<file path="src/verilog/core_pkg.sv">
`default_nettype none

package core_pkg;

  // instruction class seen by issue and the rob
  typedef enum logic [1:0] {
    OP,
    OPIMM,
    LUI,
    NOP
  } inst_type_e;

  typedef enum logic [3:0] {
    ADD,
    SUB,
    AND,
    OR,
    XOR,
    SLT,
    SLTU,
    SLL,
    SRL,
    SRA
  } alu_func_e;

  // major opcodes, anything else is a nop
  localparam logic [6:0] OPC_OP    = 7'b0110011;
  localparam logic [6:0] OPC_OPIMM = 7'b0010011;
  localparam logic [6:0] OPC_LUI   = 7'b0110111;

  // one instruction word, three field layouts
  typedef union packed {
    struct packed {
      logic [6:0] funct7;
      logic [4:0] rs2;
      logic [4:0] rs1;
      logic [2:0] funct3;
      logic [4:0] rd;
      logic [6:0] opcode;
    } r;
    struct packed {
      logic [11:0] imm12;
      logic [4:0]  rs1;
      logic [2:0]  funct3;
      logic [4:0]  rd;
      logic [6:0]  opcode;
    } i;
    struct packed {
      logic [19:0] imm20;
      logic [4:0]  rd;
      logic [6:0]  opcode;
    } u;
  } inst_word_u;

endpackage

`default_nettype wire
</file>
<file path="src/verilog/top_level.sv">
`default_nettype none

module top_level import core_pkg::*; #(
  parameter int IQ_SIZE = 4,
  parameter int RS_SIZE = 2,
  parameter int ROB_SIZE = 8
) (
  input wire clk_100mhz,
  input wire rst_n,
  input wire [31:0] instruction,
  input wire iq_valid,
  output logic iq_ready,
  output logic commit,
  output logic [4:0] commit_dest,
  output logic [31:0] commit_value
);

  localparam int TAG_W = $clog2(ROB_SIZE);

  // front end
  inst_word_u head_word;
  logic inst_available, pop, issue;
  inst_type_e inst_type;
  alu_func_e alu_func;
  logic [4:0] rs1, rs2, rd;

  // operand lookup
  logic [31:0] rd1, rd2, val1, val2, op1, op2;
  logic [TAG_W-1:0] tag1, tag2, q1, q2;
  logic busy1, busy2, done1, done2, wait1, wait2;

  logic rob_ready, rs_free;
  logic [TAG_W-1:0] alloc_idx, commit_idx;

  // dispatch and data bus
  logic disp_valid, cdb_valid;
  alu_func_e disp_func;
  logic [31:0] disp_a, disp_b, cdb_value;
  logic [TAG_W-1:0] disp_idx, cdb_idx;

  instruction_queue #(.IQ_SIZE(IQ_SIZE)) u_instruction_queue (
    .clk_100mhz(clk_100mhz), .rst_n(rst_n), .push(iq_valid), .instruction(instruction),
    .pop(pop), .inst_available(inst_available), .head_word(head_word), .ready(iq_ready)
  );

  decode_issue #(.ROB_SIZE(ROB_SIZE)) u_decode_issue (
    .inst_available(inst_available), .head_word(head_word), .rob_ready(rob_ready),
    .rs_free(rs_free), .rd1(rd1), .rd2(rd2), .busy1(busy1), .busy2(busy2),
    .tag1(tag1), .tag2(tag2), .done1(done1), .done2(done2), .val1(val1), .val2(val2),
    .cdb_valid(cdb_valid), .cdb_idx(cdb_idx), .cdb_value(cdb_value),
    .rs1(rs1), .rs2(rs2), .rd(rd), .alu_func(alu_func), .inst_type(inst_type),
    .issue(issue), .pop(pop), .op1(op1), .op2(op2), .q1(q1), .q2(q2),
    .wait1(wait1), .wait2(wait2)
  );

  register_file #(.ROB_SIZE(ROB_SIZE)) u_register_file (
    .clk_100mhz(clk_100mhz), .rst_n(rst_n), .rs1(rs1), .rs2(rs2), .issue(issue), .rd(rd),
    .alloc_idx(alloc_idx), .commit(commit), .commit_dest(commit_dest),
    .commit_idx(commit_idx), .commit_value(commit_value), .rd1(rd1), .rd2(rd2),
    .tag1(tag1), .tag2(tag2), .busy1(busy1), .busy2(busy2)
  );

  reservation_station #(.RS_SIZE(RS_SIZE), .ROB_SIZE(ROB_SIZE)) u_reservation_station (
    .clk_100mhz(clk_100mhz), .rst_n(rst_n), .issue(issue), .alu_func(alu_func),
    .op1(op1), .op2(op2), .q1(q1), .q2(q2), .wait1(wait1), .wait2(wait2),
    .alloc_idx(alloc_idx), .cdb_valid(cdb_valid), .cdb_idx(cdb_idx), .cdb_value(cdb_value),
    .rs_free(rs_free), .disp_valid(disp_valid), .disp_func(disp_func),
    .disp_a(disp_a), .disp_b(disp_b), .disp_idx(disp_idx)
  );

  alu #(.ROB_SIZE(ROB_SIZE)) u_alu (
    .clk_100mhz(clk_100mhz), .rst_n(rst_n), .disp_valid(disp_valid), .disp_func(disp_func),
    .disp_a(disp_a), .disp_b(disp_b), .disp_idx(disp_idx),
    .cdb_valid(cdb_valid), .cdb_idx(cdb_idx), .cdb_value(cdb_value)
  );

  rob #(.ROB_SIZE(ROB_SIZE)) u_rob (
    .clk_100mhz(clk_100mhz), .rst_n(rst_n), .issue(issue), .inst_type(inst_type), .rd(rd),
    .cdb_valid(cdb_valid), .cdb_idx(cdb_idx), .cdb_value(cdb_value),
    .tag1(tag1), .tag2(tag2), .alloc_idx(alloc_idx), .rob_ready(rob_ready),
    .done1(done1), .done2(done2), .val1(val1), .val2(val2), .commit(commit),
    .commit_dest(commit_dest), .commit_value(commit_value), .commit_idx(commit_idx)
  );

endmodule

`default_nettype wire

</file>
<file path="src/verilog/rob.sv">
`default_nettype none

module rob import core_pkg::*; #(
  parameter int ROB_SIZE = 8
) (
  input wire clk_100mhz,
  input wire rst_n,
  input wire issue,
  input wire inst_type_e inst_type,
  input wire [4:0] rd,
  input wire cdb_valid,
  input wire [$clog2(ROB_SIZE)-1:0] cdb_idx,
  input wire [31:0] cdb_value,
  input wire [$clog2(ROB_SIZE)-1:0] tag1,
  input wire [$clog2(ROB_SIZE)-1:0] tag2,
  output logic [$clog2(ROB_SIZE)-1:0] alloc_idx,
  output logic rob_ready,
  output logic done1,
  output logic done2,
  output logic [31:0] val1,
  output logic [31:0] val2,
  output logic commit,
  output logic [4:0] commit_dest,
  output logic [31:0] commit_value,
  output logic [$clog2(ROB_SIZE)-1:0] commit_idx
);

  localparam int TAG_W = $clog2(ROB_SIZE);
  localparam int CNT_W = $clog2(ROB_SIZE + 1);

  logic [TAG_W-1:0] head, tail;
  logic [CNT_W-1:0] count;
  logic [ROB_SIZE-1:0] done;
  logic [4:0] dest [ROB_SIZE];
  logic [31:0] value [ROB_SIZE];

  assign alloc_idx = tail;
  assign rob_ready = count != CNT_W'(ROB_SIZE);

  // operand lookups for entries still in flight
  assign done1 = done[tag1];
  assign done2 = done[tag2];
  assign val1 = value[tag1];
  assign val2 = value[tag2];

  // head retires as soon as it is written back
  assign commit = count != '0 && done[head];
  assign commit_idx = head;
  assign commit_dest = dest[head];
  assign commit_value = value[head];

  always_ff @(posedge clk_100mhz) begin
    if (issue) dest[tail] <= (inst_type == NOP) ? 5'd0 : rd;
    if (cdb_valid) value[cdb_idx] <= cdb_value;
  end

  always_ff @(posedge clk_100mhz) begin
    if (!rst_n) begin
      head <= '0;
      tail <= '0;
      count <= '0;
      done <= '0;
    end else begin
      if (issue) begin
        done[tail] <= 1'b0;
        tail <= tail + 1'b1; // power of two wrap
      end
      if (cdb_valid) done[cdb_idx] <= 1'b1;
      if (commit) head <= head + 1'b1;
      count <= count + CNT_W'(issue) - CNT_W'(commit);
    end
  end

endmodule

`default_nettype wire

</file>
<file path="src/verilog/alu.sv">
`default_nettype none

module alu import core_pkg::*; #(
  parameter int ROB_SIZE = 8
) (
  input wire clk_100mhz,
  input wire rst_n,
  input wire disp_valid,
  input wire alu_func_e disp_func,
  input wire [31:0] disp_a,
  input wire [31:0] disp_b,
  input wire [$clog2(ROB_SIZE)-1:0] disp_idx,
  output logic cdb_valid,
  output logic [$clog2(ROB_SIZE)-1:0] cdb_idx,
  output logic [31:0] cdb_value
);

  logic [31:0] result;

  always_comb begin
    case (disp_func)
      SUB:  result = disp_a - disp_b;
      AND:  result = disp_a & disp_b;
      OR:   result = disp_a | disp_b;
      XOR:  result = disp_a ^ disp_b;
      SLT:  result = {31'd0, $signed(disp_a) < $signed(disp_b)};
      SLTU: result = {31'd0, disp_a < disp_b};
      SLL:  result = disp_a << disp_b[4:0];
      SRL:  result = disp_a >> disp_b[4:0];
      SRA:  result = $signed(disp_a) >>> disp_b[4:0];
      default: result = disp_a + disp_b;
    endcase
  end

  always_ff @(posedge clk_100mhz) begin
    if (!rst_n) cdb_valid <= 1'b0;
    else cdb_valid <= disp_valid; // one pulse per dispatch
  end

  always_ff @(posedge clk_100mhz) begin
    cdb_idx <= disp_idx;
    cdb_value <= result;
  end

endmodule

`default_nettype wire

</file>
<file path="src/verilog/reservation_station.sv">
`default_nettype none

module reservation_station import core_pkg::*; #(
  parameter int RS_SIZE = 2,
  parameter int ROB_SIZE = 8
) (
  input wire clk_100mhz,
  input wire rst_n,
  input wire issue,
  input wire alu_func_e alu_func,
  input wire [31:0] op1,
  input wire [31:0] op2,
  input wire [$clog2(ROB_SIZE)-1:0] q1,
  input wire [$clog2(ROB_SIZE)-1:0] q2,
  input wire wait1,
  input wire wait2,
  input wire [$clog2(ROB_SIZE)-1:0] alloc_idx,
  input wire cdb_valid,
  input wire [$clog2(ROB_SIZE)-1:0] cdb_idx,
  input wire [31:0] cdb_value,
  output logic rs_free,
  output logic disp_valid,
  output alu_func_e disp_func,
  output logic [31:0] disp_a,
  output logic [31:0] disp_b,
  output logic [$clog2(ROB_SIZE)-1:0] disp_idx
);

  localparam int TAG_W = $clog2(ROB_SIZE);
  localparam int SEL_W = (RS_SIZE > 1) ? $clog2(RS_SIZE) : 1;
  localparam int AGE_W = $clog2(RS_SIZE) + 1;

  logic [RS_SIZE-1:0] valid, wait_a, wait_b;
  alu_func_e func [RS_SIZE];
  logic [31:0] val_a [RS_SIZE];
  logic [31:0] val_b [RS_SIZE];
  logic [TAG_W-1:0] tag_a [RS_SIZE];
  logic [TAG_W-1:0] tag_b [RS_SIZE];
  logic [TAG_W-1:0] rob_idx [RS_SIZE];
  logic [AGE_W-1:0] age [RS_SIZE];
  logic [SEL_W-1:0] free_sel, disp_sel;

  assign rs_free = !(&valid);

  always_comb begin
    free_sel = '0;
    for (int i = RS_SIZE - 1; i >= 0; i--) begin
      if (!valid[i]) free_sel = SEL_W'(i); // lowest free slot
    end
  end

  // oldest entry with both operands present
  always_comb begin
    disp_valid = 1'b0;
    disp_sel = '0;
    for (int i = 0; i < RS_SIZE; i++) begin
      if (valid[i] && !wait_a[i] && !wait_b[i] && (!disp_valid || age[i] > age[disp_sel])) begin
        disp_valid = 1'b1;
        disp_sel = SEL_W'(i);
      end
    end
  end

  assign disp_func = func[disp_sel];
  assign disp_a = val_a[disp_sel];
  assign disp_b = val_b[disp_sel];
  assign disp_idx = rob_idx[disp_sel];

  always_ff @(posedge clk_100mhz) begin
    if (!rst_n) begin
      valid <= '0;
    end else begin
      if (disp_valid) valid[disp_sel] <= 1'b0;
      if (issue) valid[free_sel] <= 1'b1;
    end
  end

  always_ff @(posedge clk_100mhz) begin
    for (int i = 0; i < RS_SIZE; i++) begin
      if (cdb_valid && wait_a[i] && tag_a[i] == cdb_idx) begin
        val_a[i] <= cdb_value;
        wait_a[i] <= 1'b0;
      end
      if (cdb_valid && wait_b[i] && tag_b[i] == cdb_idx) begin
        val_b[i] <= cdb_value;
        wait_b[i] <= 1'b0;
      end
      if (issue && valid[i] && age[i] != {AGE_W{1'b1}}) age[i] <= age[i] + 1'b1; // saturates
    end
    if (issue) begin
      func[free_sel] <= alu_func;
      val_a[free_sel] <= op1;
      val_b[free_sel] <= op2;
      tag_a[free_sel] <= q1;
      tag_b[free_sel] <= q2;
      wait_a[free_sel] <= wait1;
      wait_b[free_sel] <= wait2;
      rob_idx[free_sel] <= alloc_idx;
      age[free_sel] <= '0;
    end
  end

endmodule

`default_nettype wire

</file>
<file path="src/verilog/register_file.sv">
`default_nettype none

module register_file #(
  parameter int ROB_SIZE = 8
) (
  input wire clk_100mhz,
  input wire rst_n,
  input wire [4:0] rs1,
  input wire [4:0] rs2,
  input wire issue,
  input wire [4:0] rd,
  input wire [$clog2(ROB_SIZE)-1:0] alloc_idx,
  input wire commit,
  input wire [4:0] commit_dest,
  input wire [$clog2(ROB_SIZE)-1:0] commit_idx,
  input wire [31:0] commit_value,
  output logic [31:0] rd1,
  output logic [31:0] rd2,
  output logic [$clog2(ROB_SIZE)-1:0] tag1,
  output logic [$clog2(ROB_SIZE)-1:0] tag2,
  output logic busy1,
  output logic busy2
);

  localparam int TAG_W = $clog2(ROB_SIZE);

  logic [31:0] regs [32];
  logic [TAG_W-1:0] tags [32];
  logic [31:0] busy;
  logic commit_wr, rename;
  logic hit1, hit2;

  assign commit_wr = commit && commit_dest != 5'd0; // x0 stays zero
  assign rename = issue && rd != 5'd0;

  always_ff @(posedge clk_100mhz) begin
    if (commit_wr) regs[commit_dest] <= commit_value;
    if (rename) tags[rd] <= alloc_idx;
  end

  always_ff @(posedge clk_100mhz) begin
    if (!rst_n) begin
      busy <= '0;
    end else begin
      if (commit_wr && tags[commit_dest] == commit_idx) busy[commit_dest] <= 1'b0;
      if (rename) busy[rd] <= 1'b1; // new producer beats the clear
    end
  end

  // forward the retiring value
  assign hit1 = commit_wr && commit_dest == rs1;
  assign hit2 = commit_wr && commit_dest == rs2;

  assign rd1 = (rs1 == 5'd0) ? 32'd0 : (hit1 ? commit_value : regs[rs1]);
  assign rd2 = (rs2 == 5'd0) ? 32'd0 : (hit2 ? commit_value : regs[rs2]);
  assign tag1 = tags[rs1];
  assign tag2 = tags[rs2];
  assign busy1 = busy[rs1] && !(hit1 && tags[rs1] == commit_idx);
  assign busy2 = busy[rs2] && !(hit2 && tags[rs2] == commit_idx);

endmodule

`default_nettype wire

</file>
<file path="src/verilog/decode_issue.sv">
`default_nettype none

module decode_issue import core_pkg::*; #(
  parameter int ROB_SIZE = 8
) (
  input wire inst_available,
  input wire inst_word_u head_word,
  input wire rob_ready,
  input wire rs_free,
  input wire [31:0] rd1,
  input wire [31:0] rd2,
  input wire busy1,
  input wire busy2,
  input wire [$clog2(ROB_SIZE)-1:0] tag1,
  input wire [$clog2(ROB_SIZE)-1:0] tag2,
  input wire done1,
  input wire done2,
  input wire [31:0] val1,
  input wire [31:0] val2,
  input wire cdb_valid,
  input wire [$clog2(ROB_SIZE)-1:0] cdb_idx,
  input wire [31:0] cdb_value,
  output logic [4:0] rs1,
  output logic [4:0] rs2,
  output logic [4:0] rd,
  output alu_func_e alu_func,
  output inst_type_e inst_type,
  output logic issue,
  output logic pop,
  output logic [31:0] op1,
  output logic [31:0] op2,
  output logic [$clog2(ROB_SIZE)-1:0] q1,
  output logic [$clog2(ROB_SIZE)-1:0] q2,
  output logic wait1,
  output logic wait2
);

  localparam int TAG_W = $clog2(ROB_SIZE);

  logic [31:0] imm_i, imm_u;
  logic [32:0] src1, src2; // {wait, value}

  // register file, then finished rob entry, then the bus, else wait on tag
  function automatic logic [32:0] resolve(input logic busy, input logic [31:0] rf_val,
                                          input logic [TAG_W-1:0] tag, input logic done,
                                          input logic [31:0] rob_val, input logic bus_valid,
                                          input logic [TAG_W-1:0] bus_idx,
                                          input logic [31:0] bus_val);
    if (!busy) return {1'b0, rf_val};
    if (done) return {1'b0, rob_val};
    if (bus_valid && bus_idx == tag) return {1'b0, bus_val};
    return {1'b1, 32'd0};
  endfunction

  assign rs1 = head_word.r.rs1;
  assign rs2 = head_word.r.rs2;
  assign rd = head_word.r.rd;
  assign imm_i = {{20{head_word.i.imm12[11]}}, head_word.i.imm12};
  assign imm_u = {head_word.u.imm20, 12'd0};

  always_comb begin
    case (head_word.r.opcode)
      OPC_OP:    inst_type = OP;
      OPC_OPIMM: inst_type = OPIMM;
      OPC_LUI:   inst_type = LUI;
      default:   inst_type = NOP;
    endcase
  end

  always_comb begin
    alu_func = ADD; // lui adds zero
    if (inst_type == OP || inst_type == OPIMM) begin
      case (head_word.r.funct3)
        3'b000: if (inst_type == OP && head_word.r.funct7[5]) alu_func = SUB;
        3'b001: alu_func = SLL;
        3'b010: alu_func = SLT;
        3'b011: alu_func = SLTU;
        3'b100: alu_func = XOR;
        3'b101: if (head_word.r.funct7[5]) alu_func = SRA; else alu_func = SRL;
        3'b110: alu_func = OR;
        default: alu_func = AND;
      endcase
    end
  end

  assign src1 = resolve(busy1, rd1, tag1, done1, val1, cdb_valid, cdb_idx, cdb_value);
  assign src2 = resolve(busy2, rd2, tag2, done2, val2, cdb_valid, cdb_idx, cdb_value);

  always_comb begin
    op1 = src1[31:0];
    wait1 = src1[32];
    q1 = tag1;
    op2 = src2[31:0];
    wait2 = src2[32];
    q2 = tag2;
    if (inst_type == OPIMM) begin
      op2 = imm_i;
      wait2 = 1'b0;
    end else if (inst_type == LUI) begin
      op1 = '0;
      wait1 = 1'b0;
      op2 = imm_u;
      wait2 = 1'b0;
    end
  end

  assign issue = inst_available && rob_ready && rs_free && inst_type != NOP;
  assign pop = issue || (inst_available && inst_type == NOP); // nops just drain

endmodule

`default_nettype wire

</file>
<file path="src/verilog/instruction_queue.sv">
`default_nettype none

module instruction_queue import core_pkg::*; #(
  parameter int IQ_SIZE = 4
) (
  input wire clk_100mhz,
  input wire rst_n,
  input wire push,
  input wire [31:0] instruction,
  input wire pop,
  output logic inst_available,
  output inst_word_u head_word,
  output logic ready
);

  localparam int PTR_W = (IQ_SIZE > 1) ? $clog2(IQ_SIZE) : 1;
  localparam int CNT_W = $clog2(IQ_SIZE + 1);

  inst_word_u mem [IQ_SIZE];
  logic [PTR_W-1:0] rd_ptr, wr_ptr;
  logic [CNT_W-1:0] count;
  logic do_push, do_pop;

  assign ready = count != CNT_W'(IQ_SIZE);
  assign inst_available = count != '0;
  assign head_word = mem[rd_ptr];

  assign do_push = push && ready; // dropped when full
  assign do_pop = pop && inst_available;

  always_ff @(posedge clk_100mhz) begin
    if (do_push) mem[wr_ptr] <= instruction;
  end

  always_ff @(posedge clk_100mhz) begin
    if (!rst_n) begin
      rd_ptr <= '0;
      wr_ptr <= '0;
      count <= '0;
    end else begin
      if (do_push) wr_ptr <= (wr_ptr == PTR_W'(IQ_SIZE - 1)) ? '0 : wr_ptr + 1'b1;
      if (do_pop) rd_ptr <= (rd_ptr == PTR_W'(IQ_SIZE - 1)) ? '0 : rd_ptr + 1'b1;
      count <= count + CNT_W'(do_push) - CNT_W'(do_pop);
    end
  end

endmodule

`default_nettype wire

</file>
<file path="config.mk">
export PLATFORM = sky130hd
export DESIGN_NAME = top_level
export DESIGN_NICKNAME = d
export VERILOG_FILES = /design/src/verilog/core_pkg.sv /design/src/verilog/top_level.sv /design/src/verilog/rob.sv /design/src/verilog/alu.sv /design/src/verilog/reservation_station.sv /design/src/verilog/register_file.sv /design/src/verilog/decode_issue.sv /design/src/verilog/instruction_queue.sv
export SDC_FILE = /design/constraint.sdc
export NUM_CORES = 2
export LEC_CHECK = 0
export BUFFER_PORTS_ARGS = -buffer_cell sky130_fd_sc_hd__buf_2
export CORE_UTILIZATION = 50
export DETAILED_ROUTE_END_ITERATION = 7
export HOLD_SLACK_MARGIN = 0.05
export PLACE_DENSITY = 0.65
export SYNTH_ARGS = -nofsm -noshare
export SYNTH_HDL_FRONTEND = slang
export SYNTH_SLANG_ARGS = --single-unit
</file>
<file path="constraint.sdc">
create_clock -name clk_100mhz -period 13.2 [get_ports clk_100mhz]
set_input_delay 1.98 -clock clk_100mhz [delete_from_list [all_inputs] [get_ports clk_100mhz]]
set_output_delay 1.98 -clock clk_100mhz [all_outputs]
set_load 0.02 [all_outputs]
</file>
==> results.py <==
metrics = {
    "status": {
        "status": "complete, no violations",
    },
    "yosys": {
        "yosysWarningCount": 0,
        "synth-seq-cells": 1806,
        "ys_types": 89,
        "yosysMostFrequentCell": "edfxtp_1",
        "yosysTopAreaCellShare_pct": 52.4,
        "synthTopCellsByArea": "edfxtp_1 (52%), mux4_2 (9.8%), mux2i_1 (7.3%)",
        "synth_edf_count": 1698,
        "syn_area_sq_um": 97400,
        "synthCells": 7820,
        "syn_avg_cell_area_sq_um": 12.5,
        "ys.flop_type": "edfxtp_1",
        "synth_top_area_cell": "edfxtp_1",
        "synthArstFlopShare_pct": 0,
        "ys_seq_area_share_pct": 54.6,
        "synth_common_cells": "edfxtp_1 (1698), nand2_1 (982), mux2i_1 (710)",
    },
    "global_route": {
        "grt_usage_pct": 35.1,
        "grt_overflow_total": 0,
        "grt_max_degree": 136,
        "grt_pass1_vias": 70200,
        "antenna_found_initial": 20,
        "grt_pass1_wl_microns": 502000,
    },
    "clock_tree": {
        "h-tree-depth": 4,
        "cts.clk_slew.worst_paths_ps": 60,
        "ctsResizeCount": 0,
        "cts_made_buffers": 188,
        "cts_tree": "built",
        "cts_setup_buffers": 0,
        "worstSkewPairLatency_ps": 860,
        "cts-root-buf": "clkbuf_16",
        "clock_path_buffers": 3,
        "hold_buffers": 0,
        "clkSinkCount": 1806,
    },
    "pwr": {
        "irDropWorstVdd_mv": 0.289,
        "p_leak_nw": 36.7,
        "fin_total_pwr_mw": 26.4,
        "powerDensity_nw_per_um2": 247,
    },
    "worst_setup_path": {
        "regToRegSetupSlack_ps": 5450,
        "r2r_cells": 15,
        "crit_buf_inv": 4,
        "crit_arrival_ps": 8400,
        "end_kind": "flip-flop",
        "crit_path_start_kind": "flip-flop",
        "r2r_end": "u_reservation_station.val_b[0][12]",
        "cpMostUsedCell": "buf_4",
        "crit_family": "buffers and inverters",
        "cpPeakStageDelay_ps": 1050,
        "slowest_stage": "mux4_4",
        "path_cells": "buf_4 > mux4_4 > buf_4 > mux2i_1 > a221oi_1 > o21ai_1 > o22ai_4 > buf_4 > buf_4 > xnor2_1 > a41o_1 > nor2b_2 > a221o_1 > nor2_1 > o22ai_1",
        "path_class": "reg2reg",
        "cp.required_ps": 13850,
        "crit_fanout": 66,
    },
    "timing": {
        "maxSlewViolCount": 0,
        "setup_tns_ps": 0,
        "period_share_pct": 58.7,
        "rsz0062_at_grt": "false",
        "clock_skew_ps": 68.5,
        "slew_headroom_pct": 12.0,
        "tightest_slew_ps": 1320,
        "fin_hold_ws_ps": 438,
        "finalSetupViolations": 0,
        "fin_ws_ps": 5450,
        "fmax_mhz": 129,
        "hold_viol_final": 0,
        "layout_min_cycle_time_ps": 7750,
    },
    "cells_and_area": {
        "layout-drive-gt1-share_pct": 15.9,
        "final_cells": 10400,
        "syn_to_final_growth_pct": 9.91,
        "fin_nets": 7861,
        "final_util_pct": 55.5,
        "final_cell_area_sq_um": 107000,
    },
    "placed_design": {
        "numPortBuffers": 73,
        "dp_hpwl_microns": 217000,
        "dpl_cell_area_sq_um": 101000,
        "dp.cells": 10000,
        "place.gp.congestion": 1.03,
        "dp_slack_ps": 5650,
    },
    "worst_hold_path": {
        "hold_path_class": "reg2reg",
        "worstHoldStart": "u_reservation_station.rob_idx[1][2]",
        "hold-path-endpoint": "u_alu.cdb_idx[2]",
        "holdPathStages": 2,
    },
    "detailed_routing": {
        "wire_per_inst_microns": 33.9,
        "drtIter0Drc": 10600,
        "drc": 0,
        "vias": 73500,
        "first_pass_iters": 8,
        "routed_wl_microns": 353000,
        "avgViaCountPerCell": 7.07,
        "ant_nets": 0,
    },
    "floorplanning": {
        "placementRows": 161,
        "die_w_microns": 443,
        "dieArea_sq_um": 197000,
        "start_util_pct": 50.5,
        "io_pins": 74,
        "die_y_microns": 443,
        "fp.coreArea_sq_um": 193000,
    },
    "run": {
        "cap_violations": 0,
    },
}
## state kept, by name (all words and copies together) (netlist names), 32 cells and up, named ones only
name	flops
u_register_file.tags	96
u_register_file.regs	1024
u_rob.dest	40
u_rob.value	256
u_register_file.busy	32
u_instruction_queue.mem	128
u_reservation_station.val_a	64
u_alu.cdb_value	32
u_reservation_station.val_b	64
## worst max path at each step
stage	cells past startpoint	slack (ps)	endpoint	start
CTS	15	5590	u_reservation_station.val_b[0][12]	flip-flop
finish	15	5450	u_reservation_station.val_b[0][12]	flip-flop
global route	15	5150	u_reservation_station.val_b[0][12]	flip-flop
floorplan	22	7650	u_alu.cdb_value[30]	u_reservation_station.age[0][1]
global placement	15	5780	u_reservation_station.val_b[0][28]	flip-flop
detailed placement	15	5650	u_reservation_station.val_b[0][23]	flip-flop
## cells by family after synthesis
family | synth area share [%]
flip-flops | 54.6
XOR/XNOR | 0.531
AO/OA/AOI/OAI | 12.2
AND/OR/NAND/NOR | 9.29
multiplexers | 18.5
adder cells (fa/ha/maj) | 1.57
buffers and inverters | 3.36
other | 0.00385
## worst reg2reg max path, cell delays in order, from the launching register on
cell,delay [ps]
dfxtp_2,310
buf_4,500
mux4_4,1100
buf_4,880
mux2i_1,210
a221oi_1,350
o21ai_1,170
o22ai_4,160
buf_4,560
buf_4,940
xnor2_1,230
a41o_1,540
nor2b_2,1040
a221o_1,360
nor2_1,60
o22ai_1,160
## where the power goes
| part | leakage, nW | internal (mW) | switching, mW | total (mW) |
|---|---|---|---|---|
| Sequential | 16.2 | 6.72 | 0.368 | 7.09 |
| Clock | 3.09 | 3.16 | 2.35 | 5.51 |
| Combinational | 17.4 | 4.56 | 9.27 | 13.8 |
## per-layer routing
metal / wire length [microns] / track usage, % / vias up
li1: - / - / 30200
met1: 134000 / 47.6 / 36900
met2: 157000 / 53.0 / 5200
met3: 42600 / 8.36 / 1081
met4: 19500 / 17.5 / 12
met5: 118 / 0.195 / -
## layout make-up
cell class	instances	area (sq um)
inverter	152	571
fill	15700	86000
multi-input combinational	5265	41700
clock buffer	233	5070
clock inverter	116	1270
antenna	2	5.00
timing repair buffer	293	2090
tap	2526	3160
sequential	1806	53200
## cell usage in the layout (no fill, tap or decap), drive strengths merged, types with 125 or more instances in the layout
cell type,netlist,final
o21ai,299,299
inv,151,159
edfxtp,1698,1698
mux4,425,425
nand3,217,217
nand2,983,983
nor2b,140,140
a31oi,125,125
clkbuf,382,233
a21oi,347,347
a211oi,166,166
nor2,434,434
mux2i,713,713
buf,249,293
Note: power is estimated with default switching activity, not from simulation.
